<file path="config.mk">
export PLATFORM = sky130hd
export DESIGN_NAME = regUnit
export DESIGN_NICKNAME = d
export VERILOG_FILES = /design/src/verilog/regPkg.sv /design/src/verilog/cmdPkg.sv /design/src/verilog/regFile.sv /design/src/verilog/pairIncDec.sv /design/src/verilog/regSequencer.sv /design/src/verilog/regUnit.sv
export SDC_FILE = /design/constraint.sdc
export NUM_CORES = 1
export LEC_CHECK = 0
export BUFFER_PORTS_ARGS = -buffer_cell sky130_fd_sc_hd__buf_2
export CORE_ASPECT_RATIO = 0.75
export CORE_UTILIZATION = 27
export DETAILED_ROUTE_END_ITERATION = 16
export HOLD_SLACK_MARGIN = 0.06
export PLACE_DENSITY = 0.41
export REMOVE_ABC_BUFFERS = 1
export SYNTH_ARGS = -nofsm -noshare
export SYNTH_HDL_FRONTEND = slang
export SYNTH_HIERARCHICAL = 1
export SYNTH_SLANG_ARGS = --single-unit
</file>
<file path="constraint.sdc">
create_clock -name Clk -period 9.35 [get_ports Clk]
set_input_delay 1.4025 -clock Clk [delete_from_list [all_inputs] [get_ports Clk]]
set_output_delay 1.4025 -clock Clk [all_outputs]
set_load 0.005 [all_outputs]
</file>
<file path="src/verilog/regPkg.sv">
package regPkg;

    // One byte of a register pair as it sits in a bank
    typedef logic [7:0] byte_t;

    // A full register pair value
    typedef logic [15:0] word_t;

    // Pair selector as it appears in commands and on the read selects
    typedef logic [1:0] pairCode_t;

    // Register file address with the alternate set in the top bit
    typedef logic [2:0] regAddr_t;

    // Number of entries in each byte bank, both sets together
    localparam int regCount = 8;

    // Pair codes shared by the main and the alternate set
    localparam pairCode_t pairBC = 2'd0;
    localparam pairCode_t pairDE = 2'd1;
    localparam pairCode_t pairHL = 2'd2;
    localparam pairCode_t pairIX = 2'd3;

    // Operation of the 16-bit address adjuster
    typedef enum logic [1:0] {
        incPass = 2'd0,
        incUp   = 2'd1,
        incDown = 2'd2
    } incMode_t;

    // Turns a pair code into a file address for the current set.
    // IX has no alternate copy, so it always lands in set 0
    function automatic regAddr_t toRegAddr(logic alt, pairCode_t code);
        return {alt && (code != pairIX), code};
    endfunction

endpackage

</file>
<file path="src/verilog/cmdPkg.sv">
package cmdPkg;

    // Commands understood by the register sequencer.
    // The last code of the 3-bit field is unused and acts as a no-op
    typedef enum logic [2:0] {
        // Both bytes of a pair from the command data
        opWrite     = 3'd0,
        // Low byte only, the high byte keeps its value
        opWriteLow  = 3'd1,
        // High byte only, the low byte keeps its value
        opWriteHigh = 3'd2,
        // Pair plus one, wrapping at the top
        opInc       = 3'd3,
        // Pair minus one, wrapping at zero
        opDec       = 3'd4,
        // Swap BC, DE and HL with their alternates
        opExx       = 3'd5,
        // One block-copy step on HL, DE and BC
        opLdi       = 3'd6
    } cmdOp_t;

    // A command as it arrives with the strobe.
    // The data field is only looked at by the three write opcodes
    typedef struct packed {
        cmdOp_t            op;
        regPkg::pairCode_t pair;
        regPkg::word_t     data;
    } regCmd_t;

    // Sequencer states.
    // Every command passes through stExec once.
    // Only LDI goes on to the DE and BC steps
    typedef enum logic [1:0] {
        stIdle  = 2'd0,
        stExec  = 2'd1,
        stLdiDe = 2'd2,
        stLdiBc = 2'd3
    } seqState_t;

endpackage

</file>
<file path="src/verilog/regFile.sv">
`timescale 1ns/1ps

module regFile (
    input  logic             Clk,
    input  logic             cen,
    input  logic             weHigh,
    input  logic             weLow,
    input  regPkg::regAddr_t addrA,
    input  regPkg::regAddr_t addrB,
    input  regPkg::regAddr_t addrC,
    input  regPkg::word_t    dataIn,
    output regPkg::word_t    dataA,
    output regPkg::word_t    dataB,
    output regPkg::word_t    dataC
);
    import regPkg::*;

    // Separate banks for the high and low bytes so that each half of a pair
    // can be written on its own
    byte_t highBank [regCount];
    byte_t lowBank  [regCount];

    // Single write port, shared address with read port A.
    // Nothing moves while the core clock enable is low
    always_ff @(posedge Clk) begin
        if (cen) begin
            if (weHigh) begin
                highBank[addrA] <= dataIn[15:8];
            end
            if (weLow) begin
                lowBank[addrA] <= dataIn[7:0];
            end
        end
    end

    // Port A feeds the incrementer, so a read-modify-write of one pair
    // finishes in a single enabled cycle
    assign dataA = {highBank[addrA], lowBank[addrA]};

    // Ports B and C are the outside views.
    // They show the stored value, a write in flight appears after the edge
    assign dataB = {highBank[addrB], lowBank[addrB]};
    assign dataC = {highBank[addrC], lowBank[addrC]};

endmodule

</file>
<file path="src/verilog/pairIncDec.sv">
`timescale 1ns/1ps

module pairIncDec (
    input  regPkg::incMode_t mode,
    input  regPkg::word_t    operand,
    output regPkg::word_t    result,
    output logic             zero
);
    import regPkg::*;

    // Constant step for both directions
    localparam word_t stepOne = word_t'(1);

    // Plain 16-bit adjust.
    // Overflow wraps around, which is what the pointer registers expect
    always_comb begin
        case (mode)
            incUp: begin
                result = operand + stepOne;
            end
            incDown: begin
                result = operand - stepOne;
            end
            default: begin
                // Pass mode leaves the pair as it is
                result = operand;
            end
        endcase
    end

    // Zero detect on the adjusted value.
    // The sequencer keeps it only on the BC step of LDI
    assign zero = (result == '0);

endmodule

</file>
<file path="src/verilog/regSequencer.sv">
`timescale 1ns/1ps

module regSequencer (
    input  logic              Clk,
    input  logic              rst,
    input  logic              cen,
    input  logic              cmdStrobe,
    input  cmdPkg::regCmd_t   cmd,
    input  regPkg::word_t     incResult,
    input  logic              incZero,
    output regPkg::regAddr_t  addrA,
    output logic              weHigh,
    output logic              weLow,
    output regPkg::word_t     writeData,
    output regPkg::incMode_t  incMode,
    output logic              altSet,
    output logic              busy,
    output logic              done,
    output logic              bcZero
);
    import regPkg::*;
    import cmdPkg::*;

    seqState_t state;
    seqState_t stateNext;
    regCmd_t   cmdHeld;
    pairCode_t pairSel;
    logic      accept;
    logic      lastStep;
    logic      exxStep;

    // Anything but idle counts as busy.
    // There is no queue, so a strobe in that time is simply lost
    assign busy = (state != stIdle);

    // A command is taken only on an enabled edge while idle
    assign accept = cen && cmdStrobe && !busy;

    // EXX does its whole job in the single execute cycle
    assign exxStep = (state == stExec) && (cmdHeld.op == opExx);

    // Write port control and next state.
    // All outputs come from the held command and the state register
    always_comb begin
        pairSel   = cmdHeld.pair;
        weHigh    = 1'b0;
        weLow     = 1'b0;
        writeData = cmdHeld.data;
        incMode   = incPass;
        stateNext = state;
        lastStep  = 1'b0;

        case (state)
            stIdle: begin
                if (accept) begin
                    stateNext = stExec;
                end
            end
            stExec: begin
                // Everything except LDI returns to idle after this cycle
                stateNext = stIdle;
                lastStep  = 1'b1;
                case (cmdHeld.op)
                    opWrite: begin
                        weHigh = 1'b1;
                        weLow  = 1'b1;
                    end
                    opWriteLow: begin
                        weLow = 1'b1;
                    end
                    opWriteHigh: begin
                        weHigh = 1'b1;
                    end
                    opInc: begin
                        incMode   = incUp;
                        writeData = incResult;
                        weHigh    = 1'b1;
                        weLow     = 1'b1;
                    end
                    opDec: begin
                        incMode   = incDown;
                        writeData = incResult;
                        weHigh    = 1'b1;
                        weLow     = 1'b1;
                    end
                    opLdi: begin
                        // First LDI step moves the source pointer
                        pairSel   = pairHL;
                        incMode   = incUp;
                        writeData = incResult;
                        weHigh    = 1'b1;
                        weLow     = 1'b1;
                        stateNext = stLdiDe;
                        lastStep  = 1'b0;
                    end
                    default: begin
                        // EXX and the spare code leave the file alone
                        weHigh = 1'b0;
                    end
                endcase
            end
            stLdiDe: begin
                // Destination pointer goes up by one
                pairSel   = pairDE;
                incMode   = incUp;
                writeData = incResult;
                weHigh    = 1'b1;
                weLow     = 1'b1;
                stateNext = stLdiBc;
            end
            stLdiBc: begin
                // Byte counter goes down, its zero flag is kept below
                pairSel   = pairBC;
                incMode   = incDown;
                writeData = incResult;
                weHigh    = 1'b1;
                weLow     = 1'b1;
                stateNext = stIdle;
                lastStep  = 1'b1;
            end
            default: begin
                stateNext = stIdle;
            end
        endcase
    end

    // Port A follows the current set, IX excepted
    assign addrA = toRegAddr(altSet, pairSel);

    // Control state.
    // done is a one-cycle pulse after the final write of a command
    always_ff @(posedge Clk) begin
        if (rst) begin
            state  <= stIdle;
            altSet <= 1'b0;
            done   <= 1'b0;
            bcZero <= 1'b0;
        end else if (cen) begin
            state <= stateNext;
            done  <= lastStep;
            if (exxStep) begin
                altSet <= !altSet;
            end
            // Holds its value until the next LDI reaches the BC step
            if (state == stLdiBc) begin
                bcZero <= incZero;
            end
        end
    end

    // Command payload, loaded only when accepted
    always_ff @(posedge Clk) begin
        if (accept) begin
            cmdHeld <= cmd;
        end
    end

endmodule

</file>
<file path="src/verilog/regUnit.sv">
`timescale 1ns/1ps

module regUnit (
    input  logic               Clk,
    input  logic               rst,
    input  logic               cen,
    input  logic               cmdStrobe,
    input  cmdPkg::regCmd_t    cmd,
    input  regPkg::pairCode_t  selB,
    input  regPkg::pairCode_t  selC,
    output regPkg::word_t      readB,
    output regPkg::word_t      readC,
    output logic               busy,
    output logic               done,
    output logic               bcZero
);
    import regPkg::*;

    regAddr_t addrA;
    regAddr_t addrB;
    regAddr_t addrC;
    logic     weHigh;
    logic     weLow;
    word_t    writeData;
    word_t    dataA;
    word_t    incResult;
    incMode_t incMode;
    logic     incZero;
    logic     altSet;

    // The read selects see the same set as the sequencer.
    // After EXX the outside view flips along with the write side
    assign addrB = toRegAddr(altSet, selB);
    assign addrC = toRegAddr(altSet, selC);

    // Command handling and the write port
    regSequencer regSequencer_i (
        .Clk       (Clk),
        .rst       (rst),
        .cen       (cen),
        .cmdStrobe (cmdStrobe),
        .cmd       (cmd),
        .incResult (incResult),
        .incZero   (incZero),
        .addrA     (addrA),
        .weHigh    (weHigh),
        .weLow     (weLow),
        .writeData (writeData),
        .incMode   (incMode),
        .altSet    (altSet),
        .busy      (busy),
        .done      (done),
        .bcZero    (bcZero)
    );

    // Adjusts whatever pair port A currently points at
    pairIncDec pairIncDec_i (
        .mode    (incMode),
        .operand (dataA),
        .result  (incResult),
        .zero    (incZero)
    );

    // Storage for both register sets
    regFile regFile_i (
        .Clk    (Clk),
        .cen    (cen),
        .weHigh (weHigh),
        .weLow  (weLow),
        .addrA  (addrA),
        .addrB  (addrB),
        .addrC  (addrC),
        .dataIn (writeData),
        .dataA  (dataA),
        .dataB  (readB),
        .dataC  (readC)
    );

endmodule

</file>
==> results of run 1 <==
## tightest hold or removal path, delay by kind of cell (launching register included)
| kind | cells | cell delay [ps] |
|---|---|---|
| AO/OA/AOI/OAI | 1 | 50 |
| flip-flops | 1 | 310 |
| AND/OR/NAND/NOR | 1 | 70 |
## cell type report
type                       count  area (µm²)  area share, %
clock buffer                  17       425.4          3.769
clock inverter                15       202.7          1.796
inverter                      11       46.29         0.4102
multi-input combinational    432        4997          44.27
sequential                   154        4574          40.53
tap                          496       620.6          5.498
timing repair buffer          77       420.4          3.725
## where the power goes
group	switching, mW	leakage, nW	total, mW	internal, mW
sequential	0.00493	1.39	0.770	0.765
combinational	0.0931	2.07	0.164	0.0714
clock	0.304	0.306	0.735	0.431
total	0.402	3.77	1.67	1.27
## registers in the layout (all words and copies together) (netlist names), named ones only
register and cells:
regSequencer_i/cmdHeld 21, regSequencer_i/altSet 1, regSequencer_i/bcZero 1, regFile_i/highBank 64, regSequencer_i/done 1, regFile_i/lowBank 64
regSequencer_i/state 1
## metal layers
metal | wire (µm) | vias up | track usage [%]
met4 | 643 | 2 | 5.509
li1 | - | 2845 | -
met1 | 13380 | 3326 | 20.60
met5 | 13 | - | 0
met3 | 1091 | 32 | 2.234
met2 | 13180 | 178 | 24.53
## cells by family after synthesis
group           after synthesis
mux                         164
flops                       154
simple gates                147
compound gates              105
buf+inv                      71
xor+xnor                     13
fa+ha+maj                     3
## placed cells by master, fill, tap and decap left out, types with 6 or more instances in the layout
cell type,Yosys,final
sky130_fd_sc_hd__edfxtp_1,149,149
sky130_fd_sc_hd__buf_2,19,63
sky130_fd_sc_hd__mux4_1,60,60
sky130_fd_sc_hd__mux2_2,54,54
sky130_fd_sc_hd__mux4_2,34,34
sky130_fd_sc_hd__nand2_1,28,28
sky130_fd_sc_hd__a21oi_1,26,26
sky130_fd_sc_hd__nor2_1,27,25
sky130_fd_sc_hd__o21ai_0,19,19
sky130_fd_sc_hd__clkbuf_16,0,17
sky130_fd_sc_hd__buf_4,2,14
sky130_fd_sc_hd__mux2_4,11,11
sky130_fd_sc_hd__nand3_1,10,10
sky130_fd_sc_hd__inv_1,9,9
sky130_fd_sc_hd__nor4_1,8,8
sky130_fd_sc_hd__inv_6,1,7
sky130_fd_sc_hd__xor2_1,7,7
sky130_fd_sc_hd__nand2b_1,7,7
sky130_fd_sc_hd__o211ai_1,7,7
sky130_fd_sc_hd__xnor2_1,6,6
sky130_fd_sc_hd__nor3_1,10,6
## path summary, 6_finish.rpt
kind	endpoint	cells after the start	slack, ps
max	regSequencer_i/bcZero$_SDFFE_PP0P_	18	3910
min	regSequencer_i/done$_SDFFE_PP0P_	2	480
max reg2reg	regSequencer_i/bcZero$_SDFFE_PP0P_	18	3910
min reg2reg	regSequencer_i/done$_SDFFE_PP0P_	2	480
## metrics by stage
step / hold slack, ps / power, mW / area (µm²) / utilization [%]
final: 476.9 / 1.669 / 11290 / 31.26
after global routing: 532.5 / 1.728 / 11290 / 31.26
after CTS: 478.1 / 1.688 / 11290 / 31.26
after detailed placement: 464.5 / 0.9502 / 10660 / 29.52
after global placement: 462.8 / 0.9476 / 10660 / 29.52
after floorplan: 455.3 / 0.8823 / 9565 / -
==> results by stage, run 1 <==
Final layout:
- The number of antenna repair diodes is 0.
- Compared with the post-synthesis result, the final layout area differs by 13.30%.
- Counting the fill cells in the layout gives 3,540.
- In the final layout, the share of cells above drive strength 1 is 34.99%.
- For this run, the post-layout net count is 725.
- The number of standard cells in the final layout excluding fillers is 1,202.

Synth:
- The arithmetic-cell share of the synthesized area counting full adders, half adders and majority gates is 0.3768%.
- The largest area contributor in the netlist is sky130_fd_sc_hd__edfxtp_1.
- The synthesized netlist occupies a cell area of 9962 µm².
- The synthesized-area fraction occupied by ao, oa, aoi and oai cells is 7.423%.
- The synthesized-area fraction occupied by and/or/nand/nor cells is 8.917%.
- The share of Yosys cell area claimed by the top area cell type is 44.91%.
- A synthesized cell averages 15.16 µm².
- Yosys printed 6 warnings.
- In this run, distinct cell masters in the synthesized netlist total 90.
- The total of flip-flops plus latches after synthesis is 154.
- The number of flops mapped to enable cells by yosys is 149.
- The synthesized netlist devotes 1.143% of its cell area to XOR and XNOR gates.
- The count of mapped cells out of synthesis is 657.
- The commonest cells after synthesis are 149 x sky130_fd_sc_hd__edfxtp_1, 60 x sky130_fd_sc_hd__mux4_1, 54 x sky130_fd_sc_hd__mux2_2.
- The most frequent cell after synthesis is sky130_fd_sc_hd__edfxtp_1.
- After synthesis, the share of flip-flops with an asynchronous set or reset is 0%.
- The post-synthesis mux area share is 31.78%.
- Yosys attributes the largest share of cell area to sky130_fd_sc_hd__edfxtp_1 45%, sky130_fd_sc_hd__mux4_1 16%, sky130_fd_sc_hd__mux4_2 7.7%, sky130_fd_sc_hd__mux2_2 6.1%, sky130_fd_sc_hd__buf_6 1.7%.
- The sequential area share after synthesis is 45.92%.
- The predominant post-synthesis flop cell is sky130_fd_sc_hd__edfxtp_1.
- The main combinational cell family by area after synthesis is multiplexers.

Clock network:
- TritonCTS built the clock tree.
- The buffers inserted during post-CTS setup optimization is 0.
- Clock tree synthesis selected as its root buffer the cell sky130_fd_sc_hd__clkbuf_16.
- The depth of the CTS H-tree is 4.
- The clock-pin slew of the registers on the worst-case setup and hold paths is 70 ps.
- For this design, the sink count on the clock tree is 154.
- The clock latency reported for the late side of the worst-skew pair is 430 ps.
- The TritonCTS buffer count is 17.
- In this run, post-CTS hold repair placed 0 buffers.
- Post-CTS repair changed the size of 0 cells.
- The clock tree buffer depth is 2.

Floorplan:
- 64 I/O pins were placed.
- The floorplan has 60 rows.
- The die is 223.8 µm wide.
- The initial core utilization is 27.59%.
- From bottom edge to top edge, the die measures 168.4 µm.
- The floorplan die area is 37,680 µm².
- The area of the core is 36,110 µm².

Worst setup path:
- Along the worst path, the maximum fanout reaches 42.
- The worst setup path is launched from a register.
- The cell at the slowest stage of the critical path is sky130_fd_sc_hd__mux4_1.
- The critical path is of the reg -> reg type.
- The start point of the critical path is regSequencer_i/cmdHeld[20]$_DFFE_PP_.
- The endpoint arrival time on the critical path is 5810 ps.
- The number of buffers and inverters on the critical path is 1.
- Among cell families on the critical path, the largest total delay comes from simple AND/OR/NAND/NOR gates.
- In this design, the stage delay of the slowest critical-path cell is 650 ps.
- STA classifies the critical path endpoint as a register.
- The data required time of the critical path is 9720 ps.
- The signal on the critical path passes through and3b_2, a21oi_1, nor2_4, buf_4, mux4_1, mux2_2, xor2_1, ha_1, and4bb_1, nor4_4, a211oi_2, a21oi_1, o32ai_1, xor2_1, or4_4, nor4_2, mux2i_1, nor2_1.
- The beginning of the worst register-to-register path is regSequencer_i/cmdHeld[20]$_DFFE_PP_.

Power and ir drop:
- The power per cell area is 147.9 nW/µm².
- Across the VDD grid, the largest voltage drop is 0.0001031 V.
- Summed over all cells, the static leakage comes to 3.767 nW.

Timing:
- The number of failing hold endpoints at the final stage is 0.
- The relative slew slack is 18.81%.
- The worst-case setup margin in the final layout is 3915 ps.
- The final sum of negative setup slack is 0 ps.
- Static timing analysis puts the maximum clock frequency at 184.0 MHz.
- The clock period minus worst slack is 5435 ps.
- The final critical path takes up 58.13% of the cycle.
- The max-slew violation count came to 0.
- The clock arrives with 22.07 ps of skew.
- Setup repair after global routing left no endpoint under its margin.
- At the pin with the least slew margin, the transition time is 1213 ps.
- The number of failing setup endpoints in the final timing report is 0.

Detailed routing:
- The total wirelength of the detailed-routed design is 28.31 mm.
- The final routed DRC violation total is 0.
- After detailed routing, the average wire length per cell comes to 23.55 µm.
- The detail route stage leaves a number of antenna-violating nets equal to 0.
- The vias after detailed routing is 6,383.
- In this run, the number of DRC markers left after iteration 0 of detailed routing was 621.
- Dividing the detail-routed via count by the number of cells gives 5.310.
- The number of detailed-routing iterations run before antenna repair is 6.

Global routing:
- The initial antenna violation count is 1.
- The remaining global-route overflow is 0.
- Entering global routing, the biggest net connects 51 pins.
- The via count of the first global-routing pass is 6,526.
- The first global-routing pass estimated 41.64 mm of wire.
- The overall routing resource usage is 15.14%.

Min path:
- The hold path startpoint is regSequencer_i/done$_SDFFE_PP0P_.
- The tightest min-delay check is of the reg -> reg type.

Run status:
- The run finished with clean final reports.

Placement:
- Including well taps, the total number of placed cells is 1,170.
- Detailed placement finished with a half-perimeter wire length of 19.14 mm.
- OpenSTA, run right after detailed placement, puts the worst setup slack at 3922 ps.
- The count of port buffers added during placement is 63.
- At the end of routability-driven placement, the weighted congestion stood at 0.7837.

Job:
- Max-cap violations in this run came to 0.
(Power assumes the default switching activity.)
==> inputs of run 2 (changes only) <==
- ABC_AREA: default -> 1
- clock period: 9.35 -> 5.13 ns (I/O delays scaled with it)
==> run 2 against run 1 <==
- via count is 66% higher
- combinational power grew to 3.5 times the previous value
- synthesized area is 10% higher
- largest cell class unchanged
- worst setup slack worse by 3100 ps
- largest power group unchanged
- critical path type unchanged
==> results by stage, run 2 <==
Worst setup path:
- The data required time of the critical path is 5510 ps.
- In this design, the stage delay of the slowest critical-path cell is 570 ps.
- On the critical path, the stage with the largest delay is an instance of sky130_fd_sc_hd__inv_4.
- The endpoint arrival time on the critical path is 4660 ps.
- The cell repeated most along the worst path is sky130_fd_sc_hd__nand2_1.
- In this run the worst path has a maximum fanout of 67.
- The critical path start-end classification is reg -> reg.
- The critical path startpoint category is a register.
- STA classifies the critical path endpoint as a register.

Final layout:
- The number of antenna repair diodes is 0.
- Of the cells placed in the final design, the portion with a size suffix greater than 1 is 9.798%.
- From synthesis to final layout, the design area changed by 12.08%.
- The library cells used most frequently in the layout, excluding fill and tap cells, are 883 x sky130_fd_sc_hd__nand2_1, 188 x sky130_fd_sc_hd__inv_1, 180 x sky130_fd_sc_hd__nand3_1, 149 x sky130_fd_sc_hd__edfxtp_1, 97 x sky130_fd_sc_hd__nor2_1.
- Counting the fill cells in the layout gives 4,357.
- In the final design database the tool counted 1,754 nets.
- In the final layout, the registers with the most flip-flops are regFile_i/highBank (64), regFile_i/lowBank (64), regSequencer_i/cmdHeld (21).
- The share of the core filled with cells is 30.95%.
- Leaving out fill and tap cells, the most frequent cell in the layout is sky130_fd_sc_hd__nand2_1.

Power and ir drop:
- The highest ir drop seen on vdd is 0.0001905 V.
- Summed over all nets, the switching power comes to 981.1 µW.
- In this run the power density over the cells is 261.3 nW/µm².
- The total internal power is 2.238 mW.
- The static power due to leakage is 6.201 nW.
- The part of the power in combinational logic is 17.9%.
- The fraction of power consumed by the clock network is 38.0%.
- The share of total power consumed by net switching is 30.48%.
- Of the total power, registers draw 44.1%.

Detailed routing:
- The final routed DRC violation total is 0.
- The total wirelength of the detailed-routed design is 41.73 mm.
- The average via count per standard cell is 4.704.
- Before antenna repair, the detailed router went through 6 iterations.
- The count of nets left with antenna violations once routing finished came out at 0.
- The average wire per standard cell is 18.50 µm.
- The vias after detailed routing is 10,607.
- After the first detailed-routing iteration, the DRC count stood at 782.

Timing:
- The final sum of negative setup slack is 0 ps.
- For the final database, setup skew stands at 10.47 ps.
- Static timing analysis puts the maximum clock frequency at 233.8 MHz.
- Setup repair after global routing left no endpoint under its margin.
- Setup violations remaining at the end of the flow were counted as 0.
- The share of the clock period used by the worst path is 83.38%.
- Headroom to the max-slew limit came out at 24.51%.
- The max-slew violation count is 0.
- The transition time at the pin with the least slew margin is 1128 ps.
- The clock period minus worst slack is 4277 ps.
- The number of failing hold endpoints at the final stage is 0.

Synth:
- The total of flip-flops plus latches after synthesis is 154.
- The cell count after synthesis came out at 1,692.
- By area the synthesized netlist is led by sky130_fd_sc_hd__edfxtp_1 41%, sky130_fd_sc_hd__nand2_1 30%, sky130_fd_sc_hd__nand3_1 8.2%, sky130_fd_sc_hd__inv_1 6.5%, sky130_fd_sc_hd__nor2_1 3.3%.
- In this run, synthesis inferred 149 flip-flops with an integrated enable.
- A synthesized cell averages 6.496 µm².
- The predominant post-synthesis flop cell is sky130_fd_sc_hd__edfxtp_1.
- Among all cell types in the netlist, the one instantiated most often is sky130_fd_sc_hd__nand2_1.
- The share of Yosys cell area claimed by the top area cell type is 40.71%.
- The share of the Yosys chip area taken by registers is 41.62%.
- In this run the cell area of the synthesized design comes to 10,990 µm².
- The count of warnings emitted by yosys is 6.
- The number of different library cells used by synthesis comes to 36.
- The fraction of registers with async set/reset is 0%.
- In the synthesized netlist, the cells that appear most often are 883 x sky130_fd_sc_hd__nand2_1, 191 x sky130_fd_sc_hd__inv_1, 180 x sky130_fd_sc_hd__nand3_1.
- The synthesized design spends more area on one cell type than any other, namely sky130_fd_sc_hd__edfxtp_1.

Global routing:
- The remaining global-route overflow is 0.
- The initial antenna violation count is 0.
- The via count of the first global-routing pass came to 10,264.
- The overall routing resource usage is 20.33%.
- The wire length of the first global-routing pass is 63.02 mm.
- Entering global routing, the biggest net connects 70 pins.

Clock network:
- Clock latency on the worst-skew pair, taken at its later pin, is 440 ps.
- The number of sinks handled by clock tree synthesis is 154.
- The post-cts repair resize count is 0.
- Clock-pin slew was measured on the worst setup and hold paths at 70 ps.
- The buffers inserted during post-CTS setup optimization is 0.
- The depth of the CTS H-tree is 4.
- The tree is rooted in a sky130_fd_sc_hd__clkbuf_16.
- The number of hold buffers added after CTS was 0.
- The clock tree buffer depth is 2.
- The TritonCTS buffer count is 17.
- TritonCTS built the clock tree.

Min path:
- The worst hold path belongs to the class reg -> reg.

Floorplan:
- The area of the core is 39,810 µm².
- The floorplan die area is 41,530 µm².
- The count of pins on the block boundary is 64.
- The initial core utilization is 27.61%.
- After floorplanning, the core was divided into 63 placement rows.
- The vertical die dimension is 176.7 µm.
- The x dimension of the die is 235.0 µm.

Placement:
- The half-perimeter wire length after detailed placement is 27.10 mm.
- Routability-driven placement finished with a final weighted congestion of 0.8452.
- During placement, the flow inserted port buffers numbering 63.

Run status:
- The flow ran to the end, and the final reports show no timing, DRC or antenna violations.

Job:
- Across the run, the number of max-cap violations was 0.
## run 2: cell types whose count changed in the layout (fill, tap and decap cells not counted), moves of 8 or more
cell / change
sky130_fd_sc_hd__buf_4: +16
sky130_fd_sc_hd__o21ai_0: -10
sky130_fd_sc_hd__nand3_1: +170
sky130_fd_sc_hd__nor2_1: +72
sky130_fd_sc_hd__mux2_2: -54
sky130_fd_sc_hd__inv_2: +9
sky130_fd_sc_hd__nand2_2: +13
sky130_fd_sc_hd__nor4_1: -8
sky130_fd_sc_hd__inv_1: +179
sky130_fd_sc_hd__nand2_1: +855
sky130_fd_sc_hd__mux4_1: -60
sky130_fd_sc_hd__mux2_4: -11
sky130_fd_sc_hd__mux4_2: -34
## run 2: worst paths after layout
check                                            start                                 end  slack, ps  cells past startpoint
setup / recovery  regSequencer_i/cmdHeld[18]$_DFFE_PP_  regSequencer_i/bcZero$_SDFFE_PP0P_        850                     29
setup reg to reg  regSequencer_i/cmdHeld[18]$_DFFE_PP_  regSequencer_i/bcZero$_SDFFE_PP0P_        850                     29
hold / removal        regSequencer_i/done$_SDFFE_PP0P_    regSequencer_i/done$_SDFFE_PP0P_        460                      2
hold reg to reg       regSequencer_i/done$_SDFFE_PP0P_    regSequencer_i/done$_SDFFE_PP0P_        460                      2
## run 2: layout make-up
class	count	area [µm²]	area share, %
clock inverters	14	121.4	0.9852
flip-flops and latches	154	4574	37.13
repair buffers	95	580.6	4.713
multi-input cells	1255	5211	42.30
inverters	199	752.0	6.104
well taps	520	650.6	5.281
clock buffers	18	429.2	3.484
## run 2: routing by layer
| metal | global-route usage (%) | routed length, µm | up-vias |
|---|---|---|---|
| met4 | 5.291 | 796 | 0 |
| met2 | 32.02 | 18060 | 302 |
| met5 | 0 | 0 | - |
| li1 | - | - | 5291 |
| met3 | 3.182 | 2099 | 45 |
| met1 | 28.87 | 20770 | 4969 |
## run 2: metrics by stage
| step | std cells | instance area, µm² | worst slack [ps] | hold slack (ps) | power (mW) |
|---|---|---|---|---|---|
| 2_1_floorplan | 1608 | 10530 | 744.5 | 453.8 | 1.785 |
| 3_3_place_gp | 2223 | 11770 | 845.1 | 450.9 | 2.027 |
| 3_5_place_dp | 2223 | 11770 | 871.6 | 451.2 | 2.024 |
| 4_1_cts | 2255 | 12320 | 846.1 | 462.1 | 3.254 |
| 5_1_grt | 2255 | 12320 | 290.8 | 475.6 | 3.370 |
| 6_report | 2255 | 12320 | 852.7 | 459.5 | 3.219 |
## run 2: cells by family (layout without fill, tap and decap cells)
family	count (synthesis)	count (layout)	synth area share (%)
compound gates	50	50	2.516
xor+xnor	4	4	0.3871
fa+ha+maj	3	3	0.3415
buf+inv	283	326	11.09
flops	154	154	41.62
simple gates	1198	1198	44.05
## run 2: worst max-delay path, delay by kind of cell (launching register included)
kind	cells	cell delay, ps
compound gates	1	140
buf+inv	5	1000
flops	1	420
simple gates	23	2600
## run 2: power by group through the flow
stage	clock network [mW]	logic (mW)	registers (mW)
floorplan	0	0.341	1.44
global placement	0	0.580	1.45
detailed placement	0	0.577	1.45
CTS	1.26	0.579	1.42
global route	1.30	0.647	1.42
finish	1.22	0.577	1.42
